`src/radar_pkg.sv`:
```
package radar_pkg;

  ////////////////////////////////////////
  // widths
  ////////////////////////////////////////

  // one register-map word
  localparam int word_w = 32;
  // four chirp words packed together
  localparam int param_bus_w = 4 * word_w;
  // upper word is the integer part, lower word the fraction
  localparam int prf_count_w = 2 * word_w;

  ////////////////////////////////////////
  // register-map reset values
  ////////////////////////////////////////

  // chirp generator words
  // 3584 samples per chirp
  localparam logic [word_w-1:0] chirp_count_max_init = 32'h0000_0dff;
  localparam logic [word_w-1:0] chirp_tuning_coef_init = 32'h0000_0001;
  // sets the lowest chirp frequency
  localparam logic [word_w-1:0] chirp_freq_offset_init = 32'h0000_0b00;
  localparam logic [word_w-1:0] chirp_ctrl_word_init = 32'h0000_0020;

  // pulse repetition period halves
  localparam logic [word_w-1:0] prf_int_init = 32'h0000_0000;
  localparam logic [word_w-1:0] prf_frac_init = 32'h1d4c_0000;

  // adc collection window in cycles
  localparam logic [word_w-1:0] adc_sample_count_init = 32'h0000_01fe;

  ////////////////////////////////////////
  // fixed phase lengths
  ////////////////////////////////////////

  localparam logic [3:0] process_cycles = 4'd2;
  localparam logic [3:0] overhead_cycles = 4'd2;

  // sequencer states, encodings 5 and 6 unused
  typedef enum logic [2:0] {
    idle     = 3'b000,
    active   = 3'b001,
    chirp    = 3'b010,
    collect  = 3'b011,
    process  = 3'b100,
    overhead = 3'b111
  } gen_state_t;

endpackage

```
`src/param_sync.sv`:
```
`timescale 1ns/1ps

module param_sync #(
  parameter logic [radar_pkg::word_w-1:0] reset_value = '0
) (
  input  logic                          aclk,
  input  logic                          aresetn,
  input  logic [radar_pkg::word_w-1:0]  din,
  output logic [radar_pkg::word_w-1:0]  dout
);

  import radar_pkg::*;

  // first two capture stages
  logic [word_w-1:0] din_r;
  logic [word_w-1:0] din_rr;
  // held copy, follows din_rr only on a change
  logic [word_w-1:0] din_rrr;

  always_ff @(posedge aclk) begin
    if (!aresetn) begin
      din_r   <= reset_value;
      din_rr  <= reset_value;
      din_rrr <= reset_value;
    end else begin
      din_r  <= din;
      din_rr <= din_r;
      // change detect on the second stage
      if (din_rrr != din_rr) begin
        din_rrr <= din_rr;
      end
    end
  end

  // new word shows up three edges after din changes
  assign dout = din_rrr;

endmodule

```
`src/pulse_sequencer.sv`:
```
`timescale 1ns/1ps

module pulse_sequencer (
  input  logic                   aclk,
  input  logic                   aresetn,
  // dac side status
  input  logic                   chirp_ready,
  input  logic                   chirp_active,
  input  logic                   chirp_done,
  // flags from the phase timers
  input  logic                   prf_done,
  input  logic                   collect_done,
  input  logic                   process_done,
  input  logic                   overhead_done,
  output radar_pkg::gen_state_t  state,
  // chirp and adc control
  output logic                   chirp_init,
  output logic                   chirp_enable,
  output logic                   adc_enable
);

  import radar_pkg::*;

  gen_state_t next_state;

  ////////////////////////////////////////
  // next state
  ////////////////////////////////////////

  always_comb begin
    next_state = state;
    case (state)
      // one cycle here when the dac is ready
      idle: begin
        if (chirp_ready) begin
          next_state = active;
        end
      end
      // pulse repetition wait
      active: begin
        if (chirp_ready && prf_done) begin
          next_state = chirp;
        end
      end
      // chirp running, adc already sampling
      chirp: begin
        if (chirp_done) begin
          next_state = collect;
        end
      end
      // remaining adc window
      collect: begin
        if (collect_done) begin
          next_state = process;
        end
      end
      process: begin
        if (process_done) begin
          next_state = overhead;
        end
      end
      // clean up, then start over
      overhead: begin
        if (overhead_done) begin
          next_state = idle;
        end
      end
      // unused encodings
      default: begin
        next_state = idle;
      end
    endcase
  end

  ////////////////////////////////////////
  // state register
  ////////////////////////////////////////

  always_ff @(posedge aclk) begin
    if (!aresetn) begin
      state <= idle;
    end else begin
      state <= next_state;
    end
  end

  ////////////////////////////////////////
  // control outputs
  ////////////////////////////////////////

  // all three lag the state by one cycle
  always_ff @(posedge aclk) begin
    if (!aresetn) begin
      chirp_enable <= 1'b0;
      chirp_init   <= 1'b0;
      adc_enable   <= 1'b0;
    end else begin
      // level for the whole chirp state
      chirp_enable <= (state == chirp);
      // one shot, chirp_enable is still low only in the first chirp cycle
      chirp_init <= (state == chirp) && !chirp_active && !chirp_enable;
      // sampling covers chirp and collect
      adc_enable <= (state == chirp) || (state == collect);
    end
  end

endmodule

```
`src/pulse_timers.sv`:
```
`timescale 1ns/1ps

module pulse_timers (
  input  logic                          aclk,
  input  logic                          aresetn,
  input  logic [radar_pkg::word_w-1:0]  prf_int,
  input  logic [radar_pkg::word_w-1:0]  prf_frac,
  input  logic [radar_pkg::word_w-1:0]  adc_count,
  input  radar_pkg::gen_state_t         state,
  output logic                          prf_done,
  output logic                          collect_done,
  output logic                          process_done,
  output logic                          overhead_done
);

  import radar_pkg::*;

  ////////////////////////////////////////
  // period limits
  ////////////////////////////////////////

  // integer word on top, fraction word below
  logic [prf_count_w-1:0] prf_count_max;
  // collection window length
  logic [word_w-1:0]      adc_count_max;

  // one extra register stage after the capture
  always_ff @(posedge aclk) begin
    if (!aresetn) begin
      prf_count_max <= {prf_int_init, prf_frac_init};
      adc_count_max <= adc_sample_count_init;
    end else begin
      prf_count_max <= {prf_int, prf_frac};
      adc_count_max <= adc_count;
    end
  end

  ////////////////////////////////////////
  // phase countdowns
  ////////////////////////////////////////

  logic [prf_count_w-1:0] prf_count;
  logic [word_w-1:0]      collect_count;
  logic [3:0]             process_count;
  logic [3:0]             overhead_count;

  // pulse repetition wait, runs in active
  always_ff @(posedge aclk) begin
    if (!aresetn) begin
      prf_count <= '0;
    end else if (state == idle) begin
      prf_count <= prf_count_max;
    end else if (state == active && prf_count != '0) begin
      prf_count <= prf_count - 1'b1;
    end
  end

  // adc collection window, runs in collect
  always_ff @(posedge aclk) begin
    if (!aresetn) begin
      collect_count <= '0;
    end else if (state == idle) begin
      collect_count <= adc_count_max;
    end else if (state == collect && collect_count != '0) begin
      collect_count <= collect_count - 1'b1;
    end
  end

  // fixed processing phase
  always_ff @(posedge aclk) begin
    if (!aresetn) begin
      process_count <= '0;
    end else if (state == idle) begin
      process_count <= process_cycles;
    end else if (state == process && process_count != '0) begin
      process_count <= process_count - 1'b1;
    end
  end

  // fixed overhead phase before idle
  always_ff @(posedge aclk) begin
    if (!aresetn) begin
      overhead_count <= '0;
    end else if (state == idle) begin
      overhead_count <= overhead_cycles;
    end else if (state == overhead && overhead_count != '0) begin
      overhead_count <= overhead_count - 1'b1;
    end
  end

  ////////////////////////////////////////
  // finish flags
  ////////////////////////////////////////

  // active holds P+1 cycles
  assign prf_done = (prf_count == '0);

  // a zero window still ends after one cycle
  assign collect_done = (collect_count <= 32'd1);

  assign process_done = (process_count <= 4'd1);

  assign overhead_done = (overhead_count <= 4'd1);

endmodule

```
`src/radar_pulse_controller.sv`:
```
`timescale 1ns/1ps

module radar_pulse_controller (
  input  logic                               aclk,
  input  logic                               aresetn,
  // dac handshake levels and pulses
  input  logic                               chirp_ready,
  input  logic                               chirp_active,
  input  logic                               chirp_done,
  // register map
  input  logic [radar_pkg::word_w-1:0]       chirp_time_int,
  input  logic [radar_pkg::word_w-1:0]       chirp_time_frac,
  input  logic [radar_pkg::word_w-1:0]       adc_sample_time,
  input  logic [radar_pkg::param_bus_w-1:0]  chirp_parameters_in,
  output logic [radar_pkg::param_bus_w-1:0]  chirp_parameters_out,
  // chirp and adc control
  output logic                               chirp_init,
  output logic                               chirp_enable,
  output logic                               adc_enable
);

  import radar_pkg::*;

  // captured register-map words
  logic [word_w-1:0] ch_counter_max;
  logic [word_w-1:0] ch_tuning_coef;
  logic [word_w-1:0] ch_freq_offset;
  logic [word_w-1:0] ch_ctrl_word;
  logic [word_w-1:0] prf_int;
  logic [word_w-1:0] prf_frac;
  logic [word_w-1:0] adc_count;

  // sequencer and timer wiring
  gen_state_t gen_state;
  logic       prf_done;
  logic       collect_done;
  logic       process_done;
  logic       overhead_done;

  ////////////////////////////////////////
  // chirp parameter capture
  ////////////////////////////////////////

  param_sync #(.reset_value(chirp_count_max_init)) counter_max_sync_i (
    .aclk(aclk), .aresetn(aresetn),
    .din(chirp_parameters_in[word_w-1:0]), .dout(ch_counter_max)
  );

  param_sync #(.reset_value(chirp_tuning_coef_init)) tuning_coef_sync_i (
    .aclk(aclk), .aresetn(aresetn),
    .din(chirp_parameters_in[2*word_w-1:word_w]), .dout(ch_tuning_coef)
  );

  param_sync #(.reset_value(chirp_freq_offset_init)) freq_offset_sync_i (
    .aclk(aclk), .aresetn(aresetn),
    .din(chirp_parameters_in[3*word_w-1:2*word_w]), .dout(ch_freq_offset)
  );

  param_sync #(.reset_value(chirp_ctrl_word_init)) ctrl_word_sync_i (
    .aclk(aclk), .aresetn(aresetn),
    .din(chirp_parameters_in[4*word_w-1:3*word_w]), .dout(ch_ctrl_word)
  );

  // ctrl word on top, counter max at the bottom
  assign chirp_parameters_out = {ch_ctrl_word, ch_freq_offset, ch_tuning_coef, ch_counter_max};

  ////////////////////////////////////////
  // timing word capture
  ////////////////////////////////////////

  param_sync #(.reset_value(prf_int_init)) prf_int_sync_i (
    .aclk(aclk), .aresetn(aresetn), .din(chirp_time_int), .dout(prf_int)
  );

  param_sync #(.reset_value(prf_frac_init)) prf_frac_sync_i (
    .aclk(aclk), .aresetn(aresetn), .din(chirp_time_frac), .dout(prf_frac)
  );

  param_sync #(.reset_value(adc_sample_count_init)) adc_count_sync_i (
    .aclk(aclk), .aresetn(aresetn), .din(adc_sample_time), .dout(adc_count)
  );

  ////////////////////////////////////////
  // timers and sequencer
  ////////////////////////////////////////

  pulse_timers pulse_timers_i (
    .aclk          (aclk),
    .aresetn       (aresetn),
    .prf_int       (prf_int),
    .prf_frac      (prf_frac),
    .adc_count     (adc_count),
    .state         (gen_state),
    .prf_done      (prf_done),
    .collect_done  (collect_done),
    .process_done  (process_done),
    .overhead_done (overhead_done)
  );

  pulse_sequencer pulse_sequencer_i (
    .aclk          (aclk),
    .aresetn       (aresetn),
    .chirp_ready   (chirp_ready),
    .chirp_active  (chirp_active),
    .chirp_done    (chirp_done),
    .prf_done      (prf_done),
    .collect_done  (collect_done),
    .process_done  (process_done),
    .overhead_done (overhead_done),
    .state         (gen_state),
    .chirp_init    (chirp_init),
    .chirp_enable  (chirp_enable),
    .adc_enable    (adc_enable)
  );

endmodule

```
`config.mk`:
```
export PLATFORM = sky130hd
export DESIGN_NAME = radar_pulse_controller
export DESIGN_NICKNAME = d
export VERILOG_FILES = /design/src/radar_pkg.sv /design/src/param_sync.sv /design/src/pulse_sequencer.sv /design/src/pulse_timers.sv /design/src/radar_pulse_controller.sv
export SDC_FILE = /design/constraint.sdc
export NUM_CORES = 1
export LEC_CHECK = 0
export BUFFER_PORTS_ARGS = -buffer_cell sky130_fd_sc_hd__buf_2
export CAP_MARGIN = 20
export CORE_MARGIN = 5
export CORE_UTILIZATION = 54
export DETAILED_ROUTE_END_ITERATION = 7
export MAX_ROUTING_LAYER = met4
export PLACE_DENSITY = 0.75
export SETUP_SLACK_MARGIN = 0.3
export SLEW_MARGIN = 20
export SYNTH_ARGS = -nofsm -noshare
export SYNTH_HDL_FRONTEND = slang
export SYNTH_SLANG_ARGS = --single-unit
```
`constraint.sdc`:
```
create_clock -name aclk -period 3.33 [get_ports aclk]
set_clock_uncertainty 0.1 [all_clocks]
set_input_delay 0.333 -clock aclk [delete_from_list [all_inputs] [get_ports aclk]]
set_output_delay 0.333 -clock aclk [all_outputs]
set_load 0.01 [all_outputs]
```
Word level (Yosys, flattened, before mapping). Index checks and enable logic that the tools add are counted.

Flip-flop bits (word level): 878. Input port bits: 229. Output and inout bits: 131. Logic and storage cells: 96.

Add/sub/neg operators: 4. Magnitude comparators: 3. Equal/unequal tests: 18. Muxes and demuxes: 15. Bitwise operators: 1. Reduce and logical (&&, ||, !) cells: 22.

Operator list (count): inequality test 32 bit (7); 2-to-1 mux 64 bit (2); logical NOT 64 bit (1); 2-to-1 mux 32 bit (2); nonzero test 64 bit (1); subtractor 64 x 1 -> 64 bit, second input constant (1); less-or-equal comparator 32 x 1 -> 1 bit, second input constant (1); nonzero test 32 bit (1); subtractor 32 x 1 -> 32 bit, second input constant (1); 2-to-1 mux 3 bit (6); case mux 3 bit (6 select lines) (1); inequality test 2 bit, second input constant (5); less-or-equal comparator 4 x 1 -> 1 bit, second input constant (2); 2-to-1 mux 2 bit (4); nonzero test 2 bit (4); nonzero test 4 bit (2); subtractor 4 x 1 -> 4 bit, second input constant (2); logical AND 1 bit (7); == test 3 x 2 -> 1 bit, second input constant (2); == test 3 bit, second input constant (2); AND reduction 6 bit (1); == test 3 x 1 -> 1 bit, second input constant (1); logical NOT 3 bit (1); logical NOT 1 bit (2); 4 further kinds (4).

Depth between registers and ports, before layout.
Depth after elaboration: 4. Gate-level depth with buffers: 9. Depth with buffers taken out: 8.

By module. A second synthesis with hierarchy kept.

Cells, all modules: 2529. Area total of the unflattened synthesis: 27786.6 µm².

Modules (own cells, without submodules): pulse_timers (instances 1, cells an instance 1080, area an instance 9315.2 µm², sequential area each 4003.8 µm²); param_sync at ctrl_word_sync_i ... (instances 3, cells an instance 202, area an instance 2603.7 µm², sequential area each 1921.8 µm²); param_sync at adc_count_sync_i (instances 1, cells an instance 202, area an instance 2591.2 µm², sequential area each 1921.8 µm²); param_sync at freq_offset_sync_i (instances 1, cells an instance 202, area an instance 2585.0 µm², sequential area each 1921.8 µm²); param_sync at counter_max_sync_i (instances 1, cells an instance 202, area an instance 2582.5 µm², sequential area each 1921.8 µm²); param_sync at prf_frac_sync_i (instances 1, cells an instance 202, area an instance 2580.0 µm², sequential area each 1921.8 µm²); pulse_sequencer (instances 1, cells an instance 35, area an instance 321.6 µm², sequential area each 120.1 µm²).

Worst setup path before layout. OpenSTA, ideal clock, no wires.

Kind: flip-flop to flip-flop. Start point: register pulse_timers_i.prf_count[30]. End point: register pulse_timers_i.prf_count[54]. Setup time: 74 ps. Data arrival time: 2725 ps. Setup slack: 431 ps. Cell stages (with the launch flop): 7. Buffers on the path: 0. Clock period less this slack: 2899 ps. Cell sequence: dfxtp_1 or4_4 or3_4 or4_4 or4_4 or3_1 a31oi_1.

Longest elaborated chain between the ends: 3.

RTL lines: start: declaration (line pulse_timers.sv:42) `logic [prf_count_w-1:0] prf_count;`; start signal: assignment (line pulse_timers.sv:52) `prf_count <= prf_count_max;`; start signal: assignment (line pulse_timers.sv:54) `prf_count <= prf_count - 1'b1;`; subtractor 64 x 1 -> 64 bit / nonzero test 64 bit (equally long branches) (line pulse_timers.sv:54, pulse_timers.sv:53); 2-to-1 mux 64 bit / logical AND 1 bit (equally long branches) (line pulse_timers.sv:53) `end else if (state == active && prf_count != '0) begin`; 2-to-1 mux 64 bit / nonzero test 2 bit (equally long branches).

Parallel ways exist; a longest one is shown, timed or not. The select of a mux whose other input is x is not followed. A chain may end at the register's enable or synchronous reset.

Worst setup path in the final report. Same ends and word-level chain as after synthesis.

==> results.tsv <==
stage	metric	value	unit
finish	layout.nets	3237	
timing	finalHoldViolations	0	
global_route	grt_pass1_vias	18600	
logic_synthesis	synth_area_leaders	dfxtp_1, and2_1, nand2b_1	
global_route	grt_start_max_net_pins	159	
timing	setup_viol	0	
logic_synthesis	synth_top_flop_cell	dfxtp_1	
clock_network	cts_tree	yes	
clock_network	clkSinkCount	878	
place	dp.cells	3351	
critical_path	critPathMaxFanout	6	
flow_run	max_cap_viol_count	0	
logic_synthesis	yosysUniqueCellTypes	53	
finish	top_regs	pulse_timers_i.prf_count x64, pulse_timers_i.prf_count_max x64	
place	port_buffers	359	
route	ant_nets	0	
global_route	grt_pass1_wl	95200	µm
critical_path	r2r_start	pulse_timers_i.prf_count[30]	
floorplan	die_area	54300	µm²
timing	slew_headroom	0.484	
logic_synthesis	ys_ff_latch	878	
timing	setup-tns-final	0	ns
logic_synthesis	yosysTopAreaCell	dfxtp_1	
critical_path	worstSetupStartpoint	pulse_timers_i.prf_count[30]	
critical_path	end_kind	flip-flop	
route	first_pass_iters	5	
clock_network	clk_pin_slew	0.06	ns
finish	final_cells	3733	
global_route	antenna_found_initial	5	
logic_synthesis	netlist.area_leader.share	0.654	
logic_synthesis	ys_seq_area_frac	0.654	
timing	hold_ws	0.0376	ns
finish	final_common_cell	dfxtp_1	
timing	fin_crit	3.02	ns
global_route	track_usage	0.220	
power	powerDensity	721	nW/µm²
timing	rsz0062_at_grt	yes	
critical_path	reg2regPathDepth	6	
logic_synthesis	ys_async_sr_fraction	0	
finish	n_fill_cell	3416	
power	leakage	14.3	nW
logic_synthesis	syn_nets	2672	
timing	fmax	331	MHz
floorplan	start_util	0.548	
critical_path	path_class	flip-flop to flip-flop	
clock_network	cts_buffers	83	
critical_path	crit_end	pulse_timers_i.prf_count[54]	
route	drc	0	
finish	drive_above_1_share	0.181	
logic_synthesis	synth_edf_count	0	
hold_path	hp-class	primary input to flip-flop	
floorplan	die_h	233	µm
finish	area_delta_synth_final	27.9	%
route	drt_wl_total	58800	µm
floorplan	rows	81	
logic_synthesis	syn-instance-count	2434	
route	drtIter0Drc	963	
clock_network	clk_latency	0.62	ns
power	vdd_drop_max	0.479	mV
logic_synthesis	synth_area	26900	µm²
clock_network	ctsRootBufferMaster	clkbuf_16	
place	hpwl	34100	µm
critical_path	worst_ep_required_time	3.78	ns
global_route	grt-ovfl-total	0	
critical_path	r2r_end	pulse_timers_i.prf_count[54]	
timing	maxSlewViolCount	0	
route	via_count	18200	
power	finalPower	24.8	mW
clock_network	h-tree-depth	3	
floorplan	design.core.area	49100	µm²
critical_path	cp.arrival	3.47	ns
finish	final_cell_mix	dfxtp_1, and2_1, buf_2	
critical_path	ff2ff_setup_slack	0.31	ns
place	gp_congestion	0.866	
route	vias_per_cell	4.87	
logic_synthesis	synth_area_per_cell	11.0	µm²
floorplan	io_pins	360	
timing	tightest_slew	0.774	ns
status	status	finished, final reports clean	
route	wl_per_cell	15.8	µm
floorplan	die-width	233	µm
critical_path	worst_setup_path_start_kind	flip-flop	
clock_network	clockBufferDepth	3	
timing	finalCritPeriodShare	0.907	
logic_synthesis	ys_warn_count	0	
## metrics by stage
step	worst slack, ns	cell area (µm²)	util
6_report	0.311	34400	0.701
5_1_grt	0.230	34400	0.701
4_1_cts	0.304	34300	0.700
3_5_place_dp	0.295	29300	0.597
3_3_place_gp	0.312	29300	0.597
2_1_floorplan	0.431	26900	-
## power by group
part | total, mW | switching (mW) | internal [mW]
Clock | 9.34 | 3.87 | 5.47
Sequential | 11.7 | 0.508 | 11.2
Combinational | 3.71 | 2.18 | 1.53
Total | 24.8 | 6.56 | 18.2
## critical path: stages, from the launching register on
cell and delay [ns]:
dfxtp_1 0.34, or4_4 0.57, or3_4 0.38, or4_4 0.55, or4_4 0.51, or3_1 0.35
a31oi_1 0.16
## area by class of cell
class | count | area (µm²) | share of cell area
antenna | 7 | 17.5 | 0.000510
tap | 664 | 831 | 0.0242
timing repair buffer | 621 | 4390 | 0.128
sequential | 878 | 17600 | 0.511
clock inverter | 27 | 290 | 0.00845
multi-input combinational | 1402 | 8750 | 0.255
clock buffer | 121 | 2460 | 0.0717
inverter | 13 | 48.8 | 0.00142
## routing by layer
layer  share of wire  global-route usage  wire length, µm
met1            0.42               0.269            24500
met2            0.49               0.363            29000
met3           0.064              0.0509             3760
met4           0.027              0.0759             1590
met5               0                   -                0
## kinds of logic after synthesis
logic type               after synthesis  synth area share
AO/OA/AOI/OAI                        259            0.0568
XOR/XNOR                              45            0.0147
flip-flops                           878             0.654
AND/OR/NAND/NOR                     1085             0.247
adder cells (fa/ha/maj)                9           0.00419
buffers and inverters                154            0.0219
multiplexers                           4           0.00154
## synthesized netlist by cell type (7+ instances only)
| cell | count |
|---|---|
| xnor2_1 | 39 |
| o31ai_1 | 15 |
| and2_1 | 661 |
| nand2b_1 | 115 |
| nor3_1 | 38 |
| dfxtp_1 | 878 |
| a21oi_1 | 50 |
| nor2_1 | 52 |
| nand3_1 | 15 |
| or4_1 | 33 |
| o21ai_0 | 109 |
| nand2_1 | 36 |
| nor4_1 | 32 |
| or2_2 | 9 |
| a211oi_1 | 15 |
| a31oi_1 | 40 |
| inv_1 | 13 |
| clkbuf_1 | 135 |
| or3_1 | 46 |
| and4_1 | 7 |
| ha_1 | 9 |
| o41ai_1 | 10 |
## worst min-delay path by stage
stage                                startpoint                      endpoint  slack (ns)  cells past startpoint
floorplan             adc_count_sync_i.din_r[1]    adc_count_sync_i.din_rr[1]        0.29                      1
global placement    counter_max_sync_i.din_r[8]  counter_max_sync_i.din_rr[8]        0.29                      1
detailed placement  counter_max_sync_i.din_r[3]  counter_max_sync_i.din_rr[3]        0.29                      1
CTS                                     aresetn    pulse_sequencer_i.state[1]       0.006                      2
global route                            aresetn    pulse_sequencer_i.state[1]        0.05                      2
finish                                  aresetn    pulse_sequencer_i.state[1]        0.04                      2
## repair_timing
| item | CTS | global route |
|---|---|---|
| resized for setup | 0 | 8 |
| hold endpoints to repair | 226 | 0 |
| endpoints found under the setup margin | 0 | 19 |
| setup buffers | 0 | 0 |
| hold buffers | 227 | 0 |
Power figures use the tool's default switching activity.
